[src/hdl/mm_cfg_pkg.sv]
// Configuration constants for the block matrix multiplier
// Imported by every RTL block that needs sizes, formats or counter widths

package mm_cfg_pkg;

    // Signed Q8.8 elements
    localparam int DATA_WIDTH = 16;
    localparam int FRAC_WIDTH = 8;     // Fraction bits dropped after accumulation
    localparam int ACC_WIDTH  = 32;    // Full product width

    // Saturation bounds of one element
    localparam int ELEM_MAX = (1 << (DATA_WIDTH - 1)) - 1;
    localparam int ELEM_MIN = -(1 << (DATA_WIDTH - 1));

    // Matrix geometry
    localparam int BLOCK_SIZE = 2;     // Array side and tile side
    localparam int INNER_DIM  = 4;     // Columns of A, rows of B
    localparam int A_ROWS     = 4;
    localparam int B_COLS     = 4;

    localparam int TILE_ROWS = A_ROWS / BLOCK_SIZE;
    localparam int TILE_COLS = B_COLS / BLOCK_SIZE;

    // One block word per tile index and k
    localparam int MEM_DEPTH  = TILE_ROWS * INNER_DIM;
    localparam int ADDR_WIDTH = $clog2(MEM_DEPTH);

    // Memory read latency plus skew to the far corner cell
    localparam int DRAIN_CYCLES = 2 * BLOCK_SIZE - 1;

    // Sequencer counter widths
    localparam int K_WIDTH     = $clog2(INNER_DIM);
    localparam int DRAIN_WIDTH = $clog2(DRAIN_CYCLES + 1);
    localparam int TR_WIDTH    = $clog2(TILE_ROWS);
    localparam int TC_WIDTH    = $clog2(TILE_COLS);
    localparam int RIT_WIDTH   = $clog2(BLOCK_SIZE);

endpackage
[src/hdl/mm_data_pkg.sv]
// Data types passed between host, memories, array and sequencer
// Shared by the RTL and the testbench

package mm_data_pkg;

    import mm_cfg_pkg::*;

    // One signed Q8.8 element
    typedef logic signed [DATA_WIDTH-1:0] elem_t;

    // Memory word
    // A holds a column slice of a tile, B a row slice
    // Element i sits in slot i
    typedef elem_t [BLOCK_SIZE-1:0] block_t;

    // Host load command
    typedef struct packed {
        logic                  mat_sel;   // 0 selects A, 1 selects B
        logic [ADDR_WIDTH-1:0] addr;
        block_t                data;
    } ld_cmd_t;

    // One finished row of a C tile
    typedef struct packed {
        logic [TR_WIDTH-1:0]  tile_row;
        logic [TC_WIDTH-1:0]  tile_col;
        logic [RIT_WIDTH-1:0] row_in_tile;
        block_t               data;          // Lowest column in slot 0
    } res_row_t;

endpackage

[src/hdl/matmul_top.sv]
// Top level of the block matrix multiplier
// Host sees the load, run and result handshakes of the sequencer

`timescale 1ns/10ps

module matmul_top
    import mm_cfg_pkg::*, mm_data_pkg::*;
(
    input  logic     clk,
    input  logic     rst_n,
    input  logic     ld_req,
    input  ld_cmd_t  ld_cmd,
    output logic     ld_ack,
    input  logic     run_req,
    output logic     run_ack,
    output logic     res_req,
    input  logic     res_ack,
    output res_row_t res
);

    logic                    a_we;
    logic                    b_we;
    logic [ADDR_WIDTH-1:0]   wr_addr;
    block_t                  wr_data;
    logic                    rd_en;
    logic [ADDR_WIDTH-1:0]   a_raddr;
    logic [ADDR_WIDTH-1:0]   b_raddr;
    block_t                  a_rdata;    // West edge of the array
    block_t                  b_rdata;    // North edge of the array
    logic                    feed_valid;
    logic                    clear_acc;
    block_t [BLOCK_SIZE-1:0] c_rows;

    tile_sequencer u_seq (
        .clk        (clk),
        .rst_n      (rst_n),
        .ld_req     (ld_req),
        .ld_cmd     (ld_cmd),
        .ld_ack     (ld_ack),
        .a_we       (a_we),
        .b_we       (b_we),
        .wr_addr    (wr_addr),
        .wr_data    (wr_data),
        .rd_en      (rd_en),
        .a_raddr    (a_raddr),
        .b_raddr    (b_raddr),
        .feed_valid (feed_valid),
        .clear_acc  (clear_acc),
        .c_rows     (c_rows),
        .run_req    (run_req),
        .run_ack    (run_ack),
        .res_req    (res_req),
        .res_ack    (res_ack),
        .res        (res)
    );

    // Stationary input
    tile_bram #(.DEPTH(MEM_DEPTH)) mem_a (
        .clk   (clk),
        .we    (a_we),
        .waddr (wr_addr),
        .wdata (wr_data),
        .re    (rd_en),
        .raddr (a_raddr),
        .rdata (a_rdata)
    );

    // Weights
    tile_bram #(.DEPTH(MEM_DEPTH)) mem_b (
        .clk   (clk),
        .we    (b_we),
        .waddr (wr_addr),
        .wdata (wr_data),
        .re    (rd_en),
        .raddr (b_raddr),
        .rdata (b_rdata)
    );

    systolic_array u_array (
        .clk        (clk),
        .rst_n      (rst_n),
        .clear_acc  (clear_acc),
        .feed_valid (feed_valid),
        .west       (a_rdata),
        .north      (b_rdata),
        .c_rows     (c_rows)
    );

endmodule

[src/hdl/tile_sequencer.sv]
// Control for load, run and result handshakes of the block multiplier
// Walks C tile by tile, feeds the array from both memories, drains the rows

`timescale 1ns/10ps

module tile_sequencer
    import mm_cfg_pkg::*, mm_data_pkg::*;
(
    input  logic                    clk,
    input  logic                    rst_n,
    input  logic                    ld_req,
    input  ld_cmd_t                 ld_cmd,
    output logic                    ld_ack,
    output logic                    a_we,
    output logic                    b_we,
    output logic [ADDR_WIDTH-1:0]   wr_addr,
    output block_t                  wr_data,
    output logic                    rd_en,       // Shared by both memories
    output logic [ADDR_WIDTH-1:0]   a_raddr,
    output logic [ADDR_WIDTH-1:0]   b_raddr,
    output logic                    feed_valid,
    output logic                    clear_acc,
    input  block_t [BLOCK_SIZE-1:0] c_rows,
    input  logic                    run_req,
    output logic                    run_ack,
    output logic                    res_req,
    input  logic                    res_ack,
    output res_row_t                res
);

    typedef enum logic [2:0] {
        S_IDLE, S_CLEAR, S_STREAM, S_DRAIN, S_OUTPUT, S_DONE
    } state_t;

    state_t                 state;
    logic [K_WIDTH-1:0]     k_cnt;       // Inner index being read
    logic [DRAIN_WIDTH-1:0] drain_cnt;
    logic [TR_WIDTH-1:0]    tile_row;
    logic [TC_WIDTH-1:0]    tile_col;
    logic [RIT_WIDTH-1:0]   row_in_tile;
    logic                   ld_fire;
    logic                   res_show;    // Present the next row
    logic                   res_take;    // Host took the current row
    logic                   last_row;
    logic                   last_tile;

    // Load write lands on the edge that raises ld_ack
    assign ld_fire = ld_req && !ld_ack && (state == S_IDLE);
    assign a_we    = ld_fire && !ld_cmd.mat_sel;
    assign b_we    = ld_fire && ld_cmd.mat_sel;
    assign wr_addr = ld_cmd.addr;
    assign wr_data = ld_cmd.data;

    always_ff @(posedge clk) begin
        if (!rst_n) begin
            ld_ack <= 1'b0;
        end else if (ld_fire) begin
            ld_ack <= 1'b1;
        end else if (!ld_req) begin
            ld_ack <= 1'b0;   // Close the four-phase cycle
        end
    end

    // A word per tile row and k, B word per tile column and k
    assign rd_en     = (state == S_STREAM);
    assign a_raddr   = ADDR_WIDTH'(tile_row * INNER_DIM + k_cnt);
    assign b_raddr   = ADDR_WIDTH'(tile_col * INNER_DIM + k_cnt);
    assign clear_acc = (state == S_CLEAR);

    // Memory data shows up one cycle after the read
    always_ff @(posedge clk) begin
        if (!rst_n) begin
            feed_valid <= 1'b0;
        end else begin
            feed_valid <= rd_en;
        end
    end

    assign res_show  = (state == S_OUTPUT) && !res_req && !res_ack;
    assign res_take  = res_req && res_ack;
    assign last_row  = (row_in_tile == RIT_WIDTH'(BLOCK_SIZE - 1));
    assign last_tile = (tile_row == TR_WIDTH'(TILE_ROWS - 1))
                    && (tile_col == TC_WIDTH'(TILE_COLS - 1));

    always_ff @(posedge clk) begin
        if (!rst_n) begin
            state       <= S_IDLE;
            k_cnt       <= '0;
            drain_cnt   <= '0;
            tile_row    <= '0;
            tile_col    <= '0;
            row_in_tile <= '0;
            res_req     <= 1'b0;
            run_ack     <= 1'b0;
        end else begin
            case (state)
                S_IDLE: begin
                    tile_row <= '0;
                    tile_col <= '0;
                    if (run_req) state <= S_CLEAR;
                end
                S_CLEAR: begin   // One cycle of accumulator clear
                    k_cnt <= '0;
                    state <= S_STREAM;
                end
                S_STREAM: begin
                    k_cnt <= k_cnt + 1'b1;
                    if (k_cnt == K_WIDTH'(INNER_DIM - 1)) begin
                        drain_cnt <= '0;
                        state     <= S_DRAIN;
                    end
                end
                S_DRAIN: begin   // Wait for the corner cell
                    drain_cnt <= drain_cnt + 1'b1;
                    if (drain_cnt == DRAIN_WIDTH'(DRAIN_CYCLES - 1)) begin
                        row_in_tile <= '0;
                        state       <= S_OUTPUT;
                    end
                end
                S_OUTPUT: begin   // Array holds its sums until all rows are taken
                    if (res_show) begin
                        res_req <= 1'b1;
                    end else if (res_take) begin
                        res_req     <= 1'b0;
                        row_in_tile <= row_in_tile + 1'b1;
                        if (last_row && last_tile) begin
                            run_ack <= 1'b1;
                            state   <= S_DONE;
                        end else if (last_row) begin
                            if (tile_col == TC_WIDTH'(TILE_COLS - 1)) begin
                                tile_col <= '0;
                                tile_row <= tile_row + 1'b1;
                            end else begin
                                tile_col <= tile_col + 1'b1;
                            end
                            state <= S_CLEAR;
                        end
                    end
                end
                S_DONE: begin
                    if (!run_req) begin
                        run_ack <= 1'b0;
                        state   <= S_IDLE;
                    end
                end
                default: state <= S_IDLE;
            endcase
        end
    end

    // Row payload captured as res_req rises
    always_ff @(posedge clk) begin
        if (res_show) begin
            res.tile_row    <= tile_row;
            res.tile_col    <= tile_col;
            res.row_in_tile <= row_in_tile;
            res.data        <= c_rows[row_in_tile];
        end
    end

    a_res_stable: assert property (@(posedge clk) disable iff (!rst_n)
        (res_req && !res_ack) |=> $stable(res))
        else $error("tile_sequencer: res changed while waiting for res_ack");

    a_ld_idle: assert property (@(posedge clk) disable iff (!rst_n)
        $rose(ld_req) |-> (state == S_IDLE))
        else $error("tile_sequencer: load request during a run");

endmodule

[src/hdl/systolic_array.sv]
// Square grid of mac_pe cells with skew registers on the west and north edges
// Row i of c_rows carries the results of cells (i, 0..BLOCK_SIZE-1)

`timescale 1ns/10ps

module systolic_array
    import mm_cfg_pkg::*, mm_data_pkg::*;
(
    input  logic                    clk,
    input  logic                    rst_n,
    input  logic                    clear_acc,
    input  logic                    feed_valid,   // Aligned with west and north
    input  block_t                  west,         // A column slice
    input  block_t                  north,        // B row slice
    output block_t [BLOCK_SIZE-1:0] c_rows
);

    // Delayed copies of the edge words
    // Entry d is d+1 cycles old
    block_t                  west_q  [BLOCK_SIZE-1];
    block_t                  north_q [BLOCK_SIZE-1];
    logic [BLOCK_SIZE-2:0]   valid_q;

    // Grid links with index BLOCK_SIZE at the far edge
    elem_t a_h [BLOCK_SIZE][BLOCK_SIZE+1];   // Runs east
    logic  v_h [BLOCK_SIZE][BLOCK_SIZE+1];   // Runs east with a
    elem_t b_v [BLOCK_SIZE+1][BLOCK_SIZE];   // Runs south
    elem_t res_g [BLOCK_SIZE][BLOCK_SIZE];

    always_ff @(posedge clk) begin
        west_q[0]  <= west;
        north_q[0] <= north;
        for (int d = 1; d < BLOCK_SIZE - 1; d++) begin
            west_q[d]  <= west_q[d-1];
            north_q[d] <= north_q[d-1];
        end
    end

    always_ff @(posedge clk) begin
        if (!rst_n) begin
            valid_q <= '0;
        end else begin
            valid_q[0] <= feed_valid;
            for (int d = 1; d < BLOCK_SIZE - 1; d++) begin
                valid_q[d] <= valid_q[d-1];
            end
        end
    end

    // Lane i enters i cycles late so equal k values meet in every cell
    for (genvar i = 0; i < BLOCK_SIZE; i++) begin : g_edge
        if (i == 0) begin : g_direct
            assign a_h[0][0] = west[0];
            assign v_h[0][0] = feed_valid;
            assign b_v[0][0] = north[0];
        end else begin : g_skew
            assign a_h[i][0] = west_q[i-1][i];
            assign v_h[i][0] = valid_q[i-1];
            assign b_v[0][i] = north_q[i-1][i];
        end
    end

    for (genvar i = 0; i < BLOCK_SIZE; i++) begin : g_row
        for (genvar j = 0; j < BLOCK_SIZE; j++) begin : g_col
            mac_pe u_pe (
                .clk    (clk),
                .rst_n  (rst_n),
                .clear  (clear_acc),
                .a_in   (a_h[i][j]),
                .b_in   (b_v[i][j]),
                .v_in   (v_h[i][j]),
                .a_out  (a_h[i][j+1]),
                .b_out  (b_v[i+1][j]),
                .v_out  (v_h[i][j+1]),
                .result (res_g[i][j])
            );
        end
    end

    always_comb begin
        for (int i = 0; i < BLOCK_SIZE; i++) begin
            for (int j = 0; j < BLOCK_SIZE; j++) begin
                c_rows[i][j] = res_g[i][j];
            end
        end
    end

endmodule

[src/hdl/mac_pe.sv]
// One output-stationary multiply-accumulate cell of the systolic array
// Passes operands east and south, keeps its own sum, shows it rescaled

`timescale 1ns/10ps

module mac_pe
    import mm_cfg_pkg::*, mm_data_pkg::*;
(
    input  logic  clk,
    input  logic  rst_n,
    input  logic  clear,    // Start of a new tile
    input  elem_t a_in,     // From the west
    input  elem_t b_in,     // From the north
    input  logic  v_in,
    output elem_t a_out,    // To the east
    output elem_t b_out,    // To the south
    output logic  v_out,
    output elem_t result
);

    logic signed [ACC_WIDTH-1:0] acc;
    logic signed [ACC_WIDTH-1:0] prod;
    logic signed [ACC_WIDTH-1:0] scaled;

    assign prod = a_in * b_in;   // Signed 16x16, kept at 32 bits

    always_ff @(posedge clk) begin
        if (!rst_n) begin
            acc <= '0;
        end else if (clear) begin
            acc <= '0;
        end else if (v_in) begin
            acc <= acc + prod;   // Q16.16 running sum
        end
    end

    // Operand pipeline toward the neighbours
    always_ff @(posedge clk) begin
        a_out <= a_in;
        b_out <= b_in;
    end

    always_ff @(posedge clk) begin
        if (!rst_n) begin
            v_out <= 1'b0;
        end else begin
            v_out <= v_in;
        end
    end

    // Back to Q8.8 then clamp
    assign scaled = acc >>> FRAC_WIDTH;

    always_comb begin
        if (scaled > ELEM_MAX) begin
            result = elem_t'(ELEM_MAX);
        end else if (scaled < ELEM_MIN) begin
            result = elem_t'(ELEM_MIN);
        end else begin
            result = scaled[DATA_WIDTH-1:0];
        end
    end

    // Sequencer keeps a clear cycle apart from every operand beat
    a_clear_idle: assert property (@(posedge clk) disable iff (!rst_n) !(clear && v_in))
        else $error("mac_pe: clear and v_in high together");

endmodule

[src/hdl/tile_bram.sv]
// Simple dual-port memory holding block words of A or B
// Synchronous write, registered read with one cycle of latency

`timescale 1ns/10ps

module tile_bram
    import mm_cfg_pkg::*, mm_data_pkg::*;
#(
    parameter int DEPTH = MEM_DEPTH
) (
    input  logic                  clk,
    // Write port from the load handshake
    input  logic                  we,
    input  logic [ADDR_WIDTH-1:0] waddr,
    input  block_t                wdata,
    // Read port from the sequencer
    input  logic                  re,
    input  logic [ADDR_WIDTH-1:0] raddr,
    output block_t                rdata
);

    block_t mem [DEPTH];   // Plain inferred storage

    always_ff @(posedge clk) begin
        if (we) begin
            mem[waddr] <= wdata;
        end
    end

    // Data appears the cycle after re
    always_ff @(posedge clk) begin
        if (re) begin
            rdata <= mem[raddr];
        end
    end

    // Host addresses must fit the instance depth
    a_waddr_range: assert property (@(posedge clk) we |-> (waddr < DEPTH))
        else $error("tile_bram: write address %0d beyond depth %0d", waddr, DEPTH);

endmodule

[config.mk]
export PLATFORM = sky130hd
export DESIGN_NAME = matmul_top
export DESIGN_NICKNAME = d
export VERILOG_FILES = /design/src/hdl/mm_cfg_pkg.sv /design/src/hdl/mm_data_pkg.sv /design/src/hdl/matmul_top.sv /design/src/hdl/tile_sequencer.sv /design/src/hdl/systolic_array.sv /design/src/hdl/mac_pe.sv /design/src/hdl/tile_bram.sv
export SDC_FILE = /design/constraint.sdc
export NUM_CORES = 2
export LEC_CHECK = 0
export ABC_AREA = 1
export BUFFER_PORTS_ARGS = -buffer_cell sky130_fd_sc_hd__buf_2
export CAP_MARGIN = 20
export CORE_MARGIN = 2
export CORE_UTILIZATION = 25
export DETAILED_ROUTE_END_ITERATION = 8
export SYNTH_ARGS = -nofsm -noshare
export SYNTH_HDL_FRONTEND = slang
export SYNTH_HIERARCHICAL = 1
export SYNTH_SLANG_ARGS = --single-unit
[constraint.sdc]
create_clock -name clk -period 12.12 [get_ports clk]
set_input_delay 1.212 -clock clk [delete_from_list [all_inputs] [get_ports clk]]
set_output_delay 1.212 -clock clk [all_outputs]
set_load 0.01 [all_outputs]
== Yosys cells after proc, flatten, opt, wreduce, memory -nomap -nowiden ==
Memories as Yosys holds them, arrays and structs flattened. A register that Yosys moved wholly into a read port is not among the register bits.
Cells that the tools add are included.

* Add/sub/neg operators: 11
* Multiply operators: 4
* Magnitude comparators: 9
* Equal/unequal tests: 19
* Muxes and demuxes: 51
* Bitwise logic cells: 1
* Reduce and logical (&&, ||, !) cells: 28

{| class="wikitable"
|+ Operators with widths
! operator !! count
|-
| adder 32 bit || 4
|-
| multiplier 16 x 16 -> 32 bit || 4
|-
| two-way mux 16 bit || 8
|-
| greater-than comparator 24 x 16 -> 1 bit (second input constant) || 4
|-
| less-than comparator 24 x 16 -> 1 bit (second input constant) || 4
|-
| two-way mux 32 bit || 2
|-
| two-way mux 1 bit || 25
|-
| two-way mux 3 bit || 8
|-
| case mux 3 bit (6 select lines) || 1
|-
| inequality test 2 bit (second input constant) || 6
|-
| nonzero test 2 bit || 6
|-
| inequality test 2 x 1 -> 1 bit (second input constant) || 5
|-
| AND reduction 5 bit || 2
|-
| logical AND 1 bit || 9
|-
| case mux 1 bit (2 select lines) || 4
|-
| case mux 2 bit (2 select lines) || 2
|-
| AND reduction 7 bit || 1
|-
| adder 3 x 2 -> 3 bit || 2
|-
| equality test 3 x 2 -> 1 bit (second input constant) || 2
|-
| equality test 3 bit (second input constant) || 2
|-
| AND reduction 6 bit || 1
|-
| adder 2 x 1 -> 2 bit (second input constant) || 2
|-
| equality test 2 bit (second input constant) || 2
|-
| logical NOT 1 bit || 4
|-
| 10 further kinds || 13
|}

* Register bits: 243
* RAM bits: 576
* Input bits: 41
* Output and inout bits: 38
* Word-level logic and storage cells: 152
* Memories: 4

{| class="wikitable"
|+ Memories
! memory !! words !! bits a word !! read ports !! clocked after memory_dff !! wr ports !! line !! text
|-
| mem_a.mem || 8 || 32 || 1 || 1 || 1 || tile_bram.sv:22 || <nowiki>block_t mem [DEPTH];</nowiki>
|-
| mem_b.mem || 8 || 32 || 1 || 1 || 1 || tile_bram.sv:22 ||
|-
| u_array.north_q || 1 || 32 || 1 || 0 || 1 || systolic_array.sv:21 || <nowiki>block_t north_q [BLOCK_SIZE-1];</nowiki>
|-
| u_array.west_q || 1 || 32 || 1 || 0 || 1 || systolic_array.sv:20 || <nowiki>block_t west_q [BLOCK_SIZE-1];</nowiki>
|}

== Logic depth before layout (Yosys ltp) ==
* Depth in word-level cells: 7
* Depth in mapped cells: 30
* Depth with buffers taken out: 29

== Modules after synthesis ==
The synthesis kept the hierarchy.

{| class="wikitable"
|+ By module, submodules not included
! module !! times used !! cells each !! area each (um^2) !! seq. area each (um^2)
|-
| mac_pe at u_array.g_row[0].g_col[1].u_pe ... || 2 || 1764 || 13696.9 || 1301.2
|-
| tile_bram || 2 || 1156 || 12192.9 || 8648.3
|-
| mac_pe at u_array.g_row[0].g_col[0].u_pe || 1 || 1812 || 13927.1 || 1301.2
|-
| mac_pe at u_array.g_row[1].g_col[1].u_pe || 1 || 1736 || 13658.1 || 1301.2
|-
| tile_sequencer || 1 || 288 || 2479.9 || 1331.3
|-
| systolic_array || 1 || 35 || 668.1 || 660.6
|}

== Worst setup path after synthesis ==
No wires, ideal clock.

* Kind: flip-flop to flip-flop
* From: register mem_b/rdata[4] (netlist name), read port of mem_b.mem
* To: register u_array.g_row[0].g_col[0].u_pe.acc[31]
* Library setup time: 109 ps
* Data arrival time: 5778 ps
* Data required time: 12011 ps
* Slack: 6233 ps
* Stages on the path, launching flop included: 28
* Path buffers: 2
* Period minus slack after synthesis: 5887 ps
* Cells stage by stage: edfxtp_1 > clkbuf_1 > clkbuf_1 > nand2_1 > inv_1 > fa_1 > fa_1 > inv_1 > fa_1 > inv_1 > fa_1 > inv_1 > fa_1 > fa_1 > inv_1 > ha_1 > nand2_1 > inv_1 > nand2_1 > nand2_1 > nor2_1 > nand2_1 > a21oi_1 > nand2_1 > nand3_1 > nand3_1 > nand2_1 > inv_1

* Word-level cells in the longest chain between the ends: 2

{| class="wikitable"
|+ RTL lines
! item !! line !! text
|-
| start, declared || tile_bram.sv:19 || <nowiki>output block_t rdata</nowiki>
|-
| multiplier 16 x 16 -> 32 bit || mac_pe.sv:25 || <nowiki>assign prod = a_in * b_in;</nowiki>
|-
| adder 32 bit || mac_pe.sv:33 || <nowiki>acc <= acc + prod;</nowiki>
|-
| end signal, assigned || mac_pe.sv:33 ||
|-
| end, declared || mac_pe.sv:21 || <nowiki>logic signed [ACC_WIDTH-1:0] acc;</nowiki>
|}

No other way between the ends.
A chain may end at the register's enable or synchronous reset.

== Final worst setup path ==
* From: memory u_array/west_q[0][31] (netlist name)
* To: register u_array.g_row[1].g_col[0].u_pe.acc[27]

* Word-level cells in the longest chain between the ends: 3

{| class="wikitable"
|+ RTL lines
! item !! line
|-
| start, declared || systolic_array.sv:20
|-
| memory (1 x 32 bit) || n/a
|-
| multiplier 16 x 16 -> 32 bit || mac_pe.sv:25
|-
| adder 32 bit || mac_pe.sv:33
|-
| end signal, assigned || mac_pe.sv:33
|-
| end, declared || mac_pe.sv:21
|}

No other way between the ends.

==> out/results.ini <==
[run_status]
status = finished, final reports clean

[timing]
tns_ns = 0
finalHoldViolCount = 0
drv_slew = 0
rsz0062_at_grt = no
max_freq_mhz = 153
period_share_pct = 53.8
post-route-min-period_ns = 6.52
slew_headroom_pct = 27.6
finalSetupViolations = 0
worst_slew_pin_slew_ns = 1.09
skew_ns = 0.0563

[floorplanning]
initial_utilization_pct = 25.1
dieArea_um2 = 329000
ios = 79
num_rows = 209
dieWidth_um = 574
core_area_um2 = 324000
die_h_um = 574

[critical_path]
crit_top_cell = inv_1
crit_chain = nand2_1 > inv_1 > fa_1 > fa_1 > inv_1 > fa_1 > inv_1 > fa_1 > fa_1 > inv_1 > fa_1 > inv_1 > ha_1 > nand2_1 > nor2_1 > inv_1 > nor3_1 > o21ai_0 > nand3_1 > nor2_1 > o21ai_0 > inv_1
critPathLaunchType = flop
rr_worst_depth = 22
worstSetupEndpointType = flop
r2r_slack_ns = 5.60
r2r-end = u_array/g_row[1].g_col[0].u_pe/acc[27]$_SDFFE_PP0P_
crit_path_top_delay_cell = dfxtp_1
arrival_ns = 7.18
cp.required_ns = 12.77
path_max_fanout = 18
critPathKind = reg2reg
r2r_start = u_array/west_q[0][31]$_DFF_P_
max_stage_delay_ns = 0.90

[clock_tree]
ctsHtreeMaxLevel = 3
cts_buffers = 95
cts-hold-fix-buffers = 0
clock_latency_ns = 0.79
clock_sinks = 852
post_cts_buffers = 0
cts_tree = yes
ctsResizeCount = 0
clkTransAtPathRegs_ns = 0.06
cts-root-buf = clkbuf_16
clock_path_buffers = 3

[drt]
drtPass1Iterations = 5
drtIter0Drc = 3585
wl_per_cell_um = 15.2
wl_um = 210000
drtAntennaViolNets = 0
route.detailed.drc = 0
num_vias = 57400
vias_per_cell = 4.14

[global_routing]
gr-usage-all-layers_pct = 12.9
antenna_found_initial = 23
grt_remaining_overflow = 0
grt_pass1_wl_um = 336000
first_global_vias = 59000
grt_max_degree = 87

[job]
drv_cap = 0

[min_path]
hold_depth = 0
worstHoldPathType = reg2reg
hp-start = mem_a/rdata[24]$_DFFE_PP_
worstHoldEndpoint = u_array/west_q[0][24]$_DFF_P_

[logic_synthesis]
synth_nets = 11200
yosysWarnings = 6
synthesis.area_um2 = 81200
postSynthAreaPerCell_um2 = 8.42
netlist_instances = 9641

[final_layout]
area_growth_syn_to_layout_pct = 9.57
drive_gt1_share_pct = 4.56
layout_common_cells = inv_1, nand2_1, fa_1, edfxtp_1, nand3_1
final_nets = 11100
fillCellCount = 34700
final_common_cell = inv_1

[placement]
io_buffers = 78
gp_congestion = 0.905
dp_hpwl_um = 156000

critical path: cells and delay by family, from the launching register on:
kind / cells / cell delay, ns
and+or+nand+nor: 6 / 0.84
buffers and inverters: 7 / 0.63
AOI/OAI and AO/OA: 2 / 0.29
DFF: 1 / 0.90
adders and majority gates: 7 / 3.73
through the flow:
stage                     cells  hold WS, ns  setup WS, ns  instance area (um2)  util, %
after floorplan            9641        0.323          6.23                81200        -
after global placement    13700        0.324          5.67                85600     26.4
after detailed placement  13700        0.327          5.61                85600     26.4
after CTS                 13900        0.339          5.60                88800     27.4
after global routing      13900        0.339          5.18                88900     27.5
final                     13900        0.338          5.60                88900     27.5
registers in the layout (all words and copies together) (netlist names), 2 cells and up:
register and cells:
mem_a/mem 256, mem_a/rdata 32, mem_b/mem 256, mem_b/rdata 32, u_array/g_row.g_col.u_pe/a_out 32, u_array/g_row.g_col.u_pe/acc 128
u_array/g_row.g_col.u_pe/b_out 32, u_array/g_row.g_col.u_pe/v_out 2, u_array/north_q 16, u_array/west_q 16, u_seq/drain_cnt 2, u_seq/k_cnt 2
u_seq/res 35, u_seq/state 3
area by class of cell:
class | instances | area (um2) | area share, %
multi-input cells | 5518 | 45400 | 51.0
flip-flops and latches | 852 | 23200 | 26.1
inverters | 2850 | 10700 | 12.0
well taps | 4325 | 5410 | 6.08
clock buffers | 113 | 2500 | 2.82
repair buffers | 151 | 1000 | 1.13
clock inverters | 64 | 744 | 0.837
diodes | 4 | 10.0 | 0.0113
routing by layer:
metal  wire, um  GRT usage [%]
met5        149              0
met4       4410           2.89
met3      11600           2.11
met2     102000           22.3
met1      92500           16.8
worst max path at each step:
stage	from	endpoint	slack [ns]
global placement	mem_a/rdata[15]$_DFFE_PP_	u_array/g_row[0].g_col[0].u_pe/acc[31]$_SDFFE_PP0P_	5.67
detailed placement	u_array/west_q[0][31]$_DFF_P_	u_array/g_row[1].g_col[0].u_pe/acc[27]$_SDFFE_PP0P_	5.61
floorplan	mem_b/rdata[4]$_DFFE_PP_	u_array/g_row[0].g_col[0].u_pe/acc[31]$_SDFFE_PP0P_	6.23
CTS	u_array/west_q[0][31]$_DFF_P_	u_array/g_row[1].g_col[0].u_pe/acc[27]$_SDFFE_PP0P_	5.60
finish	u_array/west_q[0][31]$_DFF_P_	u_array/g_row[1].g_col[0].u_pe/acc[27]$_SDFFE_PP0P_	5.60
global route	u_array/west_q[0][31]$_DFF_P_	u_array/g_row[1].g_col[0].u_pe/acc[27]$_SDFFE_PP0P_	5.18
Power is not shown: default switching activity piles up to over one toggle a cycle in this logic, so the estimate is an artifact.
